--- config.mk ---
export PLATFORM = sky130hd
export DESIGN_NAME = dcs_top
export DESIGN_NICKNAME = d
export VERILOG_FILES = /design/src/source/dcs_pkg.sv /design/src/source/dcs_code_tracker.sv /design/src/source/dcs_ctrl_fsm.sv /design/src/source/dcs_ovrd_regs.sv /design/src/source/dcs_select_decode.sv /design/src/source/dcs_top.sv /design/src/source/dcs_window_timer.sv
export VERILOG_INCLUDE_DIRS = /design/src /design/src/source
export SDC_FILE = /design/constraint.sdc
export NUM_CORES = 1
export LEC_CHECK = 0
export ABC_AREA = 1
export BUFFER_PORTS_ARGS = -buffer_cell sky130_fd_sc_hd__buf_2
export CORE_ASPECT_RATIO = 0.7
export CORE_MARGIN = 1
export CORE_UTILIZATION = 50
export CTS_BUF_LIST = sky130_fd_sc_hd__clkbuf_4
export CTS_CLUSTER_DIAMETER = 80
export DETAILED_ROUTE_END_ITERATION = 7
export HOLD_SLACK_MARGIN = 0.05
export PLACE_DENSITY = 0.83
export SYNTH_ARGS = -nofsm -noshare
export SYNTH_HDL_FRONTEND = slang
export SYNTH_SLANG_ARGS = --single-unit
export TNS_END_PERCENT = 5
--- constraint.sdc ---
create_clock -name sys_div_clk -period 2.9 [get_ports sys_div_clk]
set_clock_uncertainty 0.2 [all_clocks]
set_input_delay 0.435 -clock sys_div_clk [delete_from_list [all_inputs] [get_ports sys_div_clk]]
set_output_delay 0.435 -clock sys_div_clk [all_outputs]
set_load 0.01 [all_outputs]
--- src/source/dcs_settings.svh ---
/*
  Calibration constants shared by the DCS core. The code range has to fit
  the 7-bit code type, and the window phases have to fit a 5-bit counter.
*/
`ifndef DCS_SETTINGS_SVH
`define DCS_SETTINGS_SVH

// Correction code range and start point
`define DCS_CODE_MIN   7'd0
`define DCS_CODE_MAX   7'd123
`define DCS_CODE_INIT  7'd63

// Last phase of the measurement window, 17 cycles per window
`define DCS_WIN_LAST   5'd16

// Updates counted before lock, lock rises on the update after this count
`define DCS_LOCK_CNT   5'd31

// Width of the leg drive-strength selects
`define DCS_SEL_W      5

`endif

--- src/source/dcs_pkg.sv ---
/*
  Types of the DCS calibration core. The code word is read raw for stepping
  and split into coarse and fine fields for the leg decode.
*/
package dcs_pkg;

  // Correction code, one 7-bit word seen two ways
  typedef union packed {
    logic [6:0] raw;            // Unsigned value for up/down stepping
    struct packed {
      logic [4:0] coarse;       // Common part of all four selects
      logic [1:0] fine;         // Spread over the legs as +1/-1 offsets
    } split;
  } dcs_code_t;

  // Calibration control states
  typedef enum logic [1:0] {
    ST_START = 2'b00,           // Idle, code held at the initial value
    ST_RUN   = 2'b01            // Measurement windows running
  } dcs_state_e;

endpackage

--- src/source/dcs_code_tracker.sv ---
/*
  Correction code tracker. duty_gt_50 must be stable at the sample strobes.
  Code saturates at the settings limits, lock is sticky until run drops.
*/
`include "dcs_settings.svh"

module dcs_code_tracker
  import dcs_pkg::*;
(
  input  logic      sys_div_clk,
  input  logic      rst_n,
  input  logic      run,
  input  logic      duty_gt_50,
  input  logic      chopen_cal,
  input  logic      sample_strobe,
  input  logic      sample_idx,
  input  logic      update_strobe,
  input  logic      win_clear,
  output dcs_code_t code,
  output logic      lock_cal
);

  logic [1:0] comp;                       // One comparator bit per chopper half
  logic [4:0] lock_cnt;
  logic       code_at_min;
  logic       code_at_max;

  assign code_at_min = (code.raw == `DCS_CODE_MIN);
  assign code_at_max = (code.raw == `DCS_CODE_MAX);

  // Chopper polarity removes the comparator offset from the two samples
  always_ff @(posedge sys_div_clk or negedge rst_n)
  begin
    if (!rst_n)
      comp <= 2'b00;
    else if (!run || win_clear)
      comp <= 2'b00;
    else if (sample_strobe)
      comp[sample_idx] <= chopen_cal ^ duty_gt_50;
  end

  // Step only when both halves agree
  always_ff @(posedge sys_div_clk or negedge rst_n)
  begin
    if (!rst_n)
      code.raw <= `DCS_CODE_INIT;
    else if (!run)
      code.raw <= `DCS_CODE_INIT;
    else if (update_strobe)
    begin
      if (comp == 2'b11 && !code_at_min)
        code.raw <= code.raw - 7'd1;      // Duty high in both halves
      else if (comp == 2'b00 && !code_at_max)
        code.raw <= code.raw + 7'd1;      // Duty low in both halves
    end
  end

  // Lock after a fixed number of updates, whatever the steps were
  always_ff @(posedge sys_div_clk or negedge rst_n)
  begin
    if (!rst_n)
    begin
      lock_cnt <= 5'd0;
      lock_cal <= 1'b0;
    end
    else if (!run)
    begin
      lock_cnt <= 5'd0;
      lock_cal <= 1'b0;
    end
    else if (update_strobe)
    begin
      if (lock_cnt == `DCS_LOCK_CNT)
        lock_cal <= 1'b1;
      else
        lock_cnt <= lock_cnt + 5'd1;
    end
  end

  a_code_range: assert property (
    @(posedge sys_div_clk) disable iff (!rst_n)
    code.raw <= `DCS_CODE_MAX
  ) else $error("dcs_code_tracker: code %0d above limit", code.raw);

endmodule

--- src/source/dcs_ctrl_fsm.sv ---
/*
  Calibration enable FSM. dcs_en is taken as synchronous to sys_div_clk,
  run follows it with one cycle of delay in both directions.
*/
module dcs_ctrl_fsm
  import dcs_pkg::*;
(
  input  logic sys_div_clk,
  input  logic rst_n,
  input  logic dcs_en,
  output logic run
);

  dcs_state_e state;
  dcs_state_e state_nxt;

  always_ff @(posedge sys_div_clk or negedge rst_n)
  begin
    if (!rst_n)
      state <= ST_START;
    else
      state <= state_nxt;
  end

  always_comb
  begin
    state_nxt = ST_START;                 // Unknown encodings fall back to idle
    case (state)
      ST_START:
        state_nxt = dcs_en ? ST_RUN : ST_START;
      ST_RUN:
        state_nxt = dcs_en ? ST_RUN : ST_START;
      default:
        state_nxt = ST_START;
    endcase
  end

  assign run = (state == ST_RUN);

  // State register only ever holds one of the two defined encodings
  a_state_legal: assert property (
    @(posedge sys_div_clk) disable iff (!rst_n)
    state inside {ST_START, ST_RUN}
  ) else $error("dcs_ctrl_fsm: illegal state encoding %b", state);

endmodule

--- src/source/dcs_ovrd_regs.sv ---
/*
  Software override bank with a valid/ready load. Loads stall while the
  loop owns the outputs; ovrd_sel switches all six outputs at once.
*/
module dcs_ovrd_regs
(
  input  logic       sys_div_clk,
  input  logic       rst_n,
  input  logic       run,
  input  logic       ovrd_sel,
  input  logic       cfg_valid,
  input  logic [4:0] cfg_p_pusel,
  input  logic [4:0] cfg_p_pdsel,
  input  logic [4:0] cfg_n_pusel,
  input  logic [4:0] cfg_n_pdsel,
  input  logic       cfg_lock,
  input  logic       cfg_chopen,
  input  logic [4:0] p_pusel,
  input  logic [4:0] p_pdsel,
  input  logic [4:0] n_pusel,
  input  logic [4:0] n_pdsel,
  input  logic       lock_cal,
  input  logic       chopen_cal,
  output logic       cfg_ready,
  output logic [4:0] dcc_p_pusel,
  output logic [4:0] dcc_p_pdsel,
  output logic [4:0] dcc_n_pusel,
  output logic [4:0] dcc_n_pdsel,
  output logic       dcs_lock,
  output logic       chopen
);

  logic [4:0] ovrd_p_pusel;
  logic [4:0] ovrd_p_pdsel;
  logic [4:0] ovrd_n_pusel;
  logic [4:0] ovrd_n_pdsel;
  logic       ovrd_lock;
  logic       ovrd_chopen;
  logic       cfg_xfer;

  assign cfg_ready = !run || ovrd_sel;    // Blocked only while the loop drives
  assign cfg_xfer  = cfg_valid && cfg_ready;

  always_ff @(posedge sys_div_clk or negedge rst_n)
  begin
    if (!rst_n)
    begin
      ovrd_p_pusel <= 5'd0;
      ovrd_p_pdsel <= 5'd0;
      ovrd_n_pusel <= 5'd0;
      ovrd_n_pdsel <= 5'd0;
      ovrd_lock    <= 1'b0;
      ovrd_chopen  <= 1'b0;
    end
    else if (cfg_xfer)
    begin
      ovrd_p_pusel <= cfg_p_pusel;
      ovrd_p_pdsel <= cfg_p_pdsel;
      ovrd_n_pusel <= cfg_n_pusel;
      ovrd_n_pdsel <= cfg_n_pdsel;
      ovrd_lock    <= cfg_lock;
      ovrd_chopen  <= cfg_chopen;
    end
  end

  assign dcc_p_pusel = ovrd_sel ? ovrd_p_pusel : p_pusel;
  assign dcc_p_pdsel = ovrd_sel ? ovrd_p_pdsel : p_pdsel;
  assign dcc_n_pusel = ovrd_sel ? ovrd_n_pusel : n_pusel;
  assign dcc_n_pdsel = ovrd_sel ? ovrd_n_pdsel : n_pdsel;
  assign dcs_lock    = ovrd_sel ? ovrd_lock    : lock_cal;
  assign chopen      = ovrd_sel ? ovrd_chopen  : chopen_cal;

  // Stored values only move after an accepted transfer
  a_load_handshake: assert property (
    @(posedge sys_div_clk) disable iff (!rst_n)
    $changed({ovrd_p_pusel, ovrd_p_pdsel, ovrd_n_pusel, ovrd_n_pdsel,
              ovrd_lock, ovrd_chopen}) |-> $past(cfg_valid && cfg_ready)
  ) else $error("dcs_ovrd_regs: override changed without a transfer");

endmodule

--- src/source/dcs_select_decode.sv ---
/*
  Code to leg select decode, purely combinational.
  Select arithmetic wraps at 5 bits, the code range keeps it from doing so.
*/
`include "dcs_settings.svh"

module dcs_select_decode
  import dcs_pkg::*;
(
  input  dcs_code_t                code,
  output logic [`DCS_SEL_W-1:0]    p_pusel,
  output logic [`DCS_SEL_W-1:0]    p_pdsel,
  output logic [`DCS_SEL_W-1:0]    n_pusel,
  output logic [`DCS_SEL_W-1:0]    n_pdsel
);

  logic [`DCS_SEL_W-1:0] coarse;
  logic [`DCS_SEL_W-1:0] coarse_inv;
  logic [1:0]            fine;

  assign coarse     = code.split.coarse;
  assign coarse_inv = ~code.split.coarse; // p legs run opposite to the code
  assign fine       = code.split.fine;

  // Fine steps move one leg at a time, spread over 4 code values
  always_comb
  begin
    p_pusel = coarse_inv;
    p_pdsel = coarse_inv;
    n_pusel = coarse;
    n_pdsel = coarse;
    if (fine == 2'd3)
      p_pdsel = coarse_inv - 5'd1;
    if (fine[1])
      n_pusel = coarse + 5'd1;            // Fine 2 and 3
    if (fine != 2'd0)
      n_pdsel = coarse + 5'd1;
  end

endmodule

--- src/source/dcs_top.sv ---
/*
  DCS calibration core top. All inputs are synchronous to sys_div_clk;
  the comparator output duty_gt_50 has to be synchronized outside.
*/
module dcs_top
  import dcs_pkg::*;
(
  input  logic       sys_div_clk,
  input  logic       rst_n,
  input  logic       dcs_en,
  input  logic       duty_gt_50,
  input  logic       ovrd_sel,
  input  logic       cfg_valid,
  input  logic [4:0] cfg_p_pusel,
  input  logic [4:0] cfg_p_pdsel,
  input  logic [4:0] cfg_n_pusel,
  input  logic [4:0] cfg_n_pdsel,
  input  logic       cfg_lock,
  input  logic       cfg_chopen,
  output logic       cfg_ready,
  output logic [4:0] dcc_p_pusel,
  output logic [4:0] dcc_p_pdsel,
  output logic [4:0] dcc_n_pusel,
  output logic [4:0] dcc_n_pdsel,
  output logic       dcs_lock,
  output logic       chopen
);

  logic       run;
  logic       chopen_cal;
  logic       sample_strobe;
  logic       sample_idx;
  logic       update_strobe;
  logic       win_clear;
  logic       lock_cal;
  dcs_code_t  code;
  logic [4:0] p_pusel;
  logic [4:0] p_pdsel;
  logic [4:0] n_pusel;
  logic [4:0] n_pdsel;

  dcs_ctrl_fsm u_ctrl_fsm (
    .sys_div_clk (sys_div_clk),
    .rst_n       (rst_n),
    .dcs_en      (dcs_en),
    .run         (run)
  );

  dcs_window_timer u_window_timer (
    .sys_div_clk   (sys_div_clk),
    .rst_n         (rst_n),
    .run           (run),
    .chopen_cal    (chopen_cal),
    .sample_strobe (sample_strobe),
    .sample_idx    (sample_idx),
    .update_strobe (update_strobe),
    .win_clear     (win_clear)
  );

  dcs_code_tracker u_code_tracker (
    .sys_div_clk   (sys_div_clk),
    .rst_n         (rst_n),
    .run           (run),
    .duty_gt_50    (duty_gt_50),
    .chopen_cal    (chopen_cal),
    .sample_strobe (sample_strobe),
    .sample_idx    (sample_idx),
    .update_strobe (update_strobe),
    .win_clear     (win_clear),
    .code          (code),
    .lock_cal      (lock_cal)
  );

  dcs_select_decode u_select_decode (
    .code    (code),
    .p_pusel (p_pusel),
    .p_pdsel (p_pdsel),
    .n_pusel (n_pusel),
    .n_pdsel (n_pdsel)
  );

  dcs_ovrd_regs u_ovrd_regs (
    .sys_div_clk (sys_div_clk),
    .rst_n       (rst_n),
    .run         (run),
    .ovrd_sel    (ovrd_sel),
    .cfg_valid   (cfg_valid),
    .cfg_p_pusel (cfg_p_pusel),
    .cfg_p_pdsel (cfg_p_pdsel),
    .cfg_n_pusel (cfg_n_pusel),
    .cfg_n_pdsel (cfg_n_pdsel),
    .cfg_lock    (cfg_lock),
    .cfg_chopen  (cfg_chopen),
    .p_pusel     (p_pusel),
    .p_pdsel     (p_pdsel),
    .n_pusel     (n_pusel),
    .n_pdsel     (n_pdsel),
    .lock_cal    (lock_cal),
    .chopen_cal  (chopen_cal),
    .cfg_ready   (cfg_ready),
    .dcc_p_pusel (dcc_p_pusel),
    .dcc_p_pdsel (dcc_p_pdsel),
    .dcc_n_pusel (dcc_n_pusel),
    .dcc_n_pdsel (dcc_n_pdsel),
    .dcs_lock    (dcs_lock),
    .chopen      (chopen)
  );

endmodule

--- src/source/dcs_window_timer.sv ---
/*
  Measurement window timer, 17 phases per window while run is high.
  Strobes are decoded from the phase register and are valid for one cycle.
*/
`include "dcs_settings.svh"

module dcs_window_timer
(
  input  logic sys_div_clk,
  input  logic rst_n,
  input  logic run,
  output logic chopen_cal,
  output logic sample_strobe,
  output logic sample_idx,
  output logic update_strobe,
  output logic win_clear
);

  logic [4:0] phase;
  logic       phase_last;

  assign phase_last = (phase == `DCS_WIN_LAST);

  // Phase counter, parked at 0 while calibration is off
  always_ff @(posedge sys_div_clk or negedge rst_n)
  begin
    if (!rst_n)
      phase <= 5'd0;
    else if (!run)
      phase <= 5'd0;
    else if (phase_last)
      phase <= 5'd0;
    else
      phase <= phase + 5'd1;
  end

  // Chopper flips at the start and the middle of each window
  always_ff @(posedge sys_div_clk or negedge rst_n)
  begin
    if (!rst_n)
      chopen_cal <= 1'b0;
    else if (!run)
      chopen_cal <= 1'b0;
    else if (phase == 5'd0 || phase == 5'd8)
      chopen_cal <= ~chopen_cal;
  end

  // Samples sit late in each chopper half, after the comparator settles
  assign sample_strobe = (phase == 5'd6) || (phase == 5'd14);
  assign sample_idx    = phase[3];        // 0 in the first half, 1 in the second
  assign update_strobe = (phase == 5'd15);
  assign win_clear     = phase_last;

  a_phase_range: assert property (
    @(posedge sys_div_clk) disable iff (!rst_n)
    phase <= `DCS_WIN_LAST
  ) else $error("dcs_window_timer: phase %0d past window end", phase);

  // Sampling, update and clear must never coincide in the tracker
  a_strobe_onehot: assert property (
    @(posedge sys_div_clk) disable iff (!rst_n)
    $onehot0({sample_strobe, update_strobe, win_clear})
  ) else $error("dcs_window_timer: overlapping strobes");

endmodule
==> qor.txt <==
Outcome: complete, no violations
Worst setup endpoint: u_code_tracker.code[5]
Crit path DAT: 2.78 ns
Worst setup margin: 0.216 ns
Cells after synthesis: 317
Vias in the first global route: 2245
Final net count: 411
Pins Over Slew Limit: 0
Initial Util: 52.0%
Number of hold buffers added after cts: 2
WS Path Type: register to register
CP delay by family, top: flip-flops
Antenna violations before repair: 0
Setup Fix Bufs, Post-CTS: 0
1st-iter DRT viols: 192
Die Wd: 90.4 um
Reg clk slew, reported paths: 0.14 ns
FF-to-FF End: u_code_tracker.code[5]
Share of layout cells above drive strength 1: 29.3%
# DRC: 0
R2R Setup Slk: 0.22 ns
Die Y: 63.9 um
Slowest-stage cell, CP: dfstp_2
Most used cell, CP: inv_1
Post-layout min period: 2.68 ns
Int Pwr: 1.00 mW
Drt pass-1 iters: 5
DIE AREA: 0.00578 mm2
Fin crit share: 92.6%
Hold violation count in the final report: 0
Startpoint Class: register
PD cells: 459 mW/mm2
H-tree depth: 2
Syn avg cell area: 8.63 um2
Critical Path Start: u_code_tracker.code[2]
Setup TNS: 0 ns
Peak supply drop: 0.333 mV
ANT nets after route: 0
Seq cells post-synth: 44
Ant diodes: 0
Reg2Reg Depth: 16
CTS Root Cell: clkbuf_4
Flop pwr share: 49.4%
CP Buf/Inv Count: 4
Vias per cell: 5.38
Clock Tree Buf Depth: 2
Comb pwr share: 23.4%
Cell Rows: 22
Critical path cell sequence: inv_1 > ha_1 > inv_1 > nor2_1 > nand3_2 > nand2_4 > inv_1 > ha_1 > a21oi_1 > inv_1 > nand2_1 > nand3_1 > nor2_1 > nor2_1 > nand2_1 > nand2_1
WL/cell: 13.8 um
Crit path largest cell delay: 0.62 ns
Top-area cell type share of the netlist area: 34.8%
CP max FO: 6
Hold wc startpoint: cfg_p_pusel[2]
Pwr Total: 1.44 mW
P&R area growth vs syn: 14.6%
Leakage power: 1.57 nW
Dpl ws: 0.289 ns
Hold Path Class: input pin to register
CTS Buf Count: 5
Total Routed Length: 6100 um
GRT overflow: 0
Cell taking the most area after synthesis: dfrtp_1
RSZ-0062 raised after global routing: no
Detailed placement HPWL: 4660 um
I/O Buffers: 50
Worst-Margin Slew: 0.567 ns
Netlist Area Pre-Place: 0.00274 mm2
Crit end category: register
Clock Sink Count: 44
Peak Freq: 0.373 GHz
First-pass GRT wire length: 10500 um
Psw: 438 uW
Fin cells: 441
Core area: 0.00526 mm2
Max Cap Violations: 0
CP required: 3.00 ns
Syn nets: 360
Skew-Pair Late Insertion Delay: 0.36 ns
Sequential-to-total area share from yosys stat: 40.5%
Switching part of the total: 30.4%
Critical R2R Launch: u_code_tracker.code[2]
# setup viols final: 0
Vias: 2373
YS warnings: 0
Slew headroom: 62.2%
Tot GR Track Use: 22.9%
Top Ports: 51
Placed insts: 431
Clock Power Share: 27.2%
GP Congestion: 0.908
Distinct cells, synth: 36
CTS tree: done
Worst path depth: 16
Top cells by area, synth: dfrtp_1, mux2_2, nand2_1
Cts repair resizes: 0
Largest net degree at the start of global routing: 27
==> state kept, by name (all words and copies together), names as in the netlist <==
signal and flops:
u_ctrl_fsm.state 1, u_ovrd_regs.ovrd_lock 1, u_ovrd_regs.ovrd_chopen 1, u_ovrd_regs.ovrd_p_pusel 5, u_code_tracker.lock_cnt 5, u_window_timer.phase 5
u_code_tracker.lock_cal 1, u_ovrd_regs.ovrd_n_pdsel 5, u_ovrd_regs.ovrd_n_pusel 5, u_code_tracker.code 7, u_ovrd_regs.ovrd_p_pdsel 5, u_window_timer.chopen_cal 1
u_code_tracker.comp 2
==> synthesized netlist by cell type, drive strengths merged <==
library cell,number
a21oi,28
nor3,3
dfrtp,38
nand2,66
a22o,2
o221ai,1
clkbuf,3
nand4,3
mux2,20
a22oi,4
xor2,6
a21o,1
a31oi,1
nand3b,1
nor2,36
inv,33
dfstp,6
buf,8
nand3,15
ha,14
o21ai,24
fa,1
xnor2,3
==> cell usage in the layout (no fill, tap or decap), types with 2 or more instances in the layout <==
cell type / count
buf_2: 50
nor2_1: 34
nand2_4: 4
xor2_1: 6
xnor2_1: 3
nand2_2: 5
nor3_1: 3
a22o_1: 2
nand2_8: 2
a22oi_1: 4
a21oi_1: 27
o21ai_0: 19
clkbuf_4: 5
o21ai_1: 2
inv_1: 30
mux2_2: 20
nand3_1: 14
dlygate4sd3_1: 2
inv_2: 2
dfrtp_1: 38
o21ai_2: 3
dfstp_2: 6
nand2_1: 55
ha_1: 14
nand4_1: 3
buf_4: 3
==> worst min-delay path by stage <==
stage / depth (start not counted) / slack (ns) / end
floorplan: 0 / -0.06 / u_code_tracker.code[6]
global placement: 1 / 0.27 / u_ovrd_regs.ovrd_n_pusel[0]
detailed placement: 1 / 0.27 / u_ovrd_regs.ovrd_n_pusel[0]
CTS: 2 / 0.08 / u_ovrd_regs.ovrd_chopen
global route: 2 / 0.07 / u_ovrd_regs.ovrd_n_pdsel[1]
finish: 2 / 0.09 / u_ovrd_regs.ovrd_p_pusel[2]
==> logic make-up (layout without fill, tap and decap cells) <==
logic type | count (synthesis) | after routing | synth area share [%]
AOI/OAI and AO/OA | 61 | 61 | 12.6
xor gates and xnor gates | 9 | 9 | 2.88
adders and majority gates | 15 | 15 | 7.13
buffers and inverters | 44 | 96 | 7.09
DFF | 44 | 44 | 40.5
muxes | 20 | 20 | 8.23
and+or+nand+nor | 124 | 124 | 21.5
==> area by class of cell <==
cell class	instances	area, um2
inverter	33	126
clock buffer	5	37.5
sequential	44	1110
tap	72	90.1
timing repair buffer	55	293
fill	472	2120
multi-input combinational	229	1430
clock inverter	3	46.3
==> power groups by stage <==
stage | sequential, mW | combinational, mW | clock, mW
2_1_floorplan | 0.704 | 0.228 | 0
3_3_place_gp | 0.718 | 0.324 | 0
3_5_place_dp | 0.722 | 0.334 | 0
4_1_cts | 0.711 | 0.338 | 0.405
5_1_grt | 0.719 | 0.376 | 0.434
6_report | 0.712 | 0.336 | 0.392
==> per-stage QoR <==
| step | instance area [um2] | hold WS, ns | utilization, % |
|---|---|---|---|
| finish | 3140 | 0.0895 | 59.6 |
| global route | 3140 | 0.0735 | 59.6 |
| CTS | 3140 | 0.0828 | 59.6 |
| detailed placement | 3030 | 0.268 | 57.7 |
| global placement | 3030 | 0.266 | 57.7 |
| floorplan | 2740 | -0.0606 | - |
==> worst reg2reg max path, stage by stage, from the launching register on <==
cell and delay [ns]:
dfstp_2 0.62, inv_1 0.15, ha_1 0.23, inv_1 0.05, nor2_1 0.05, nand3_2 0.10, nand2_4 0.07, inv_1 0.15
ha_1 0.33, a21oi_1 0.26, inv_1 0.06, nand2_1 0.06, nand3_1 0.08, nor2_1 0.10, nor2_1 0.04, nand2_1 0.05
nand2_1 0.04
==> metal layers <==
layer	track usage [%]	routed length (um)	vias to the layer above
met5	0	0	-
met4	3.23	21	0
met3	4.64	449	4
met2	36.5	2760	103
met1	33.1	2870	1115
li1	-	-	1151
Power figures use the tool's default switching activity.
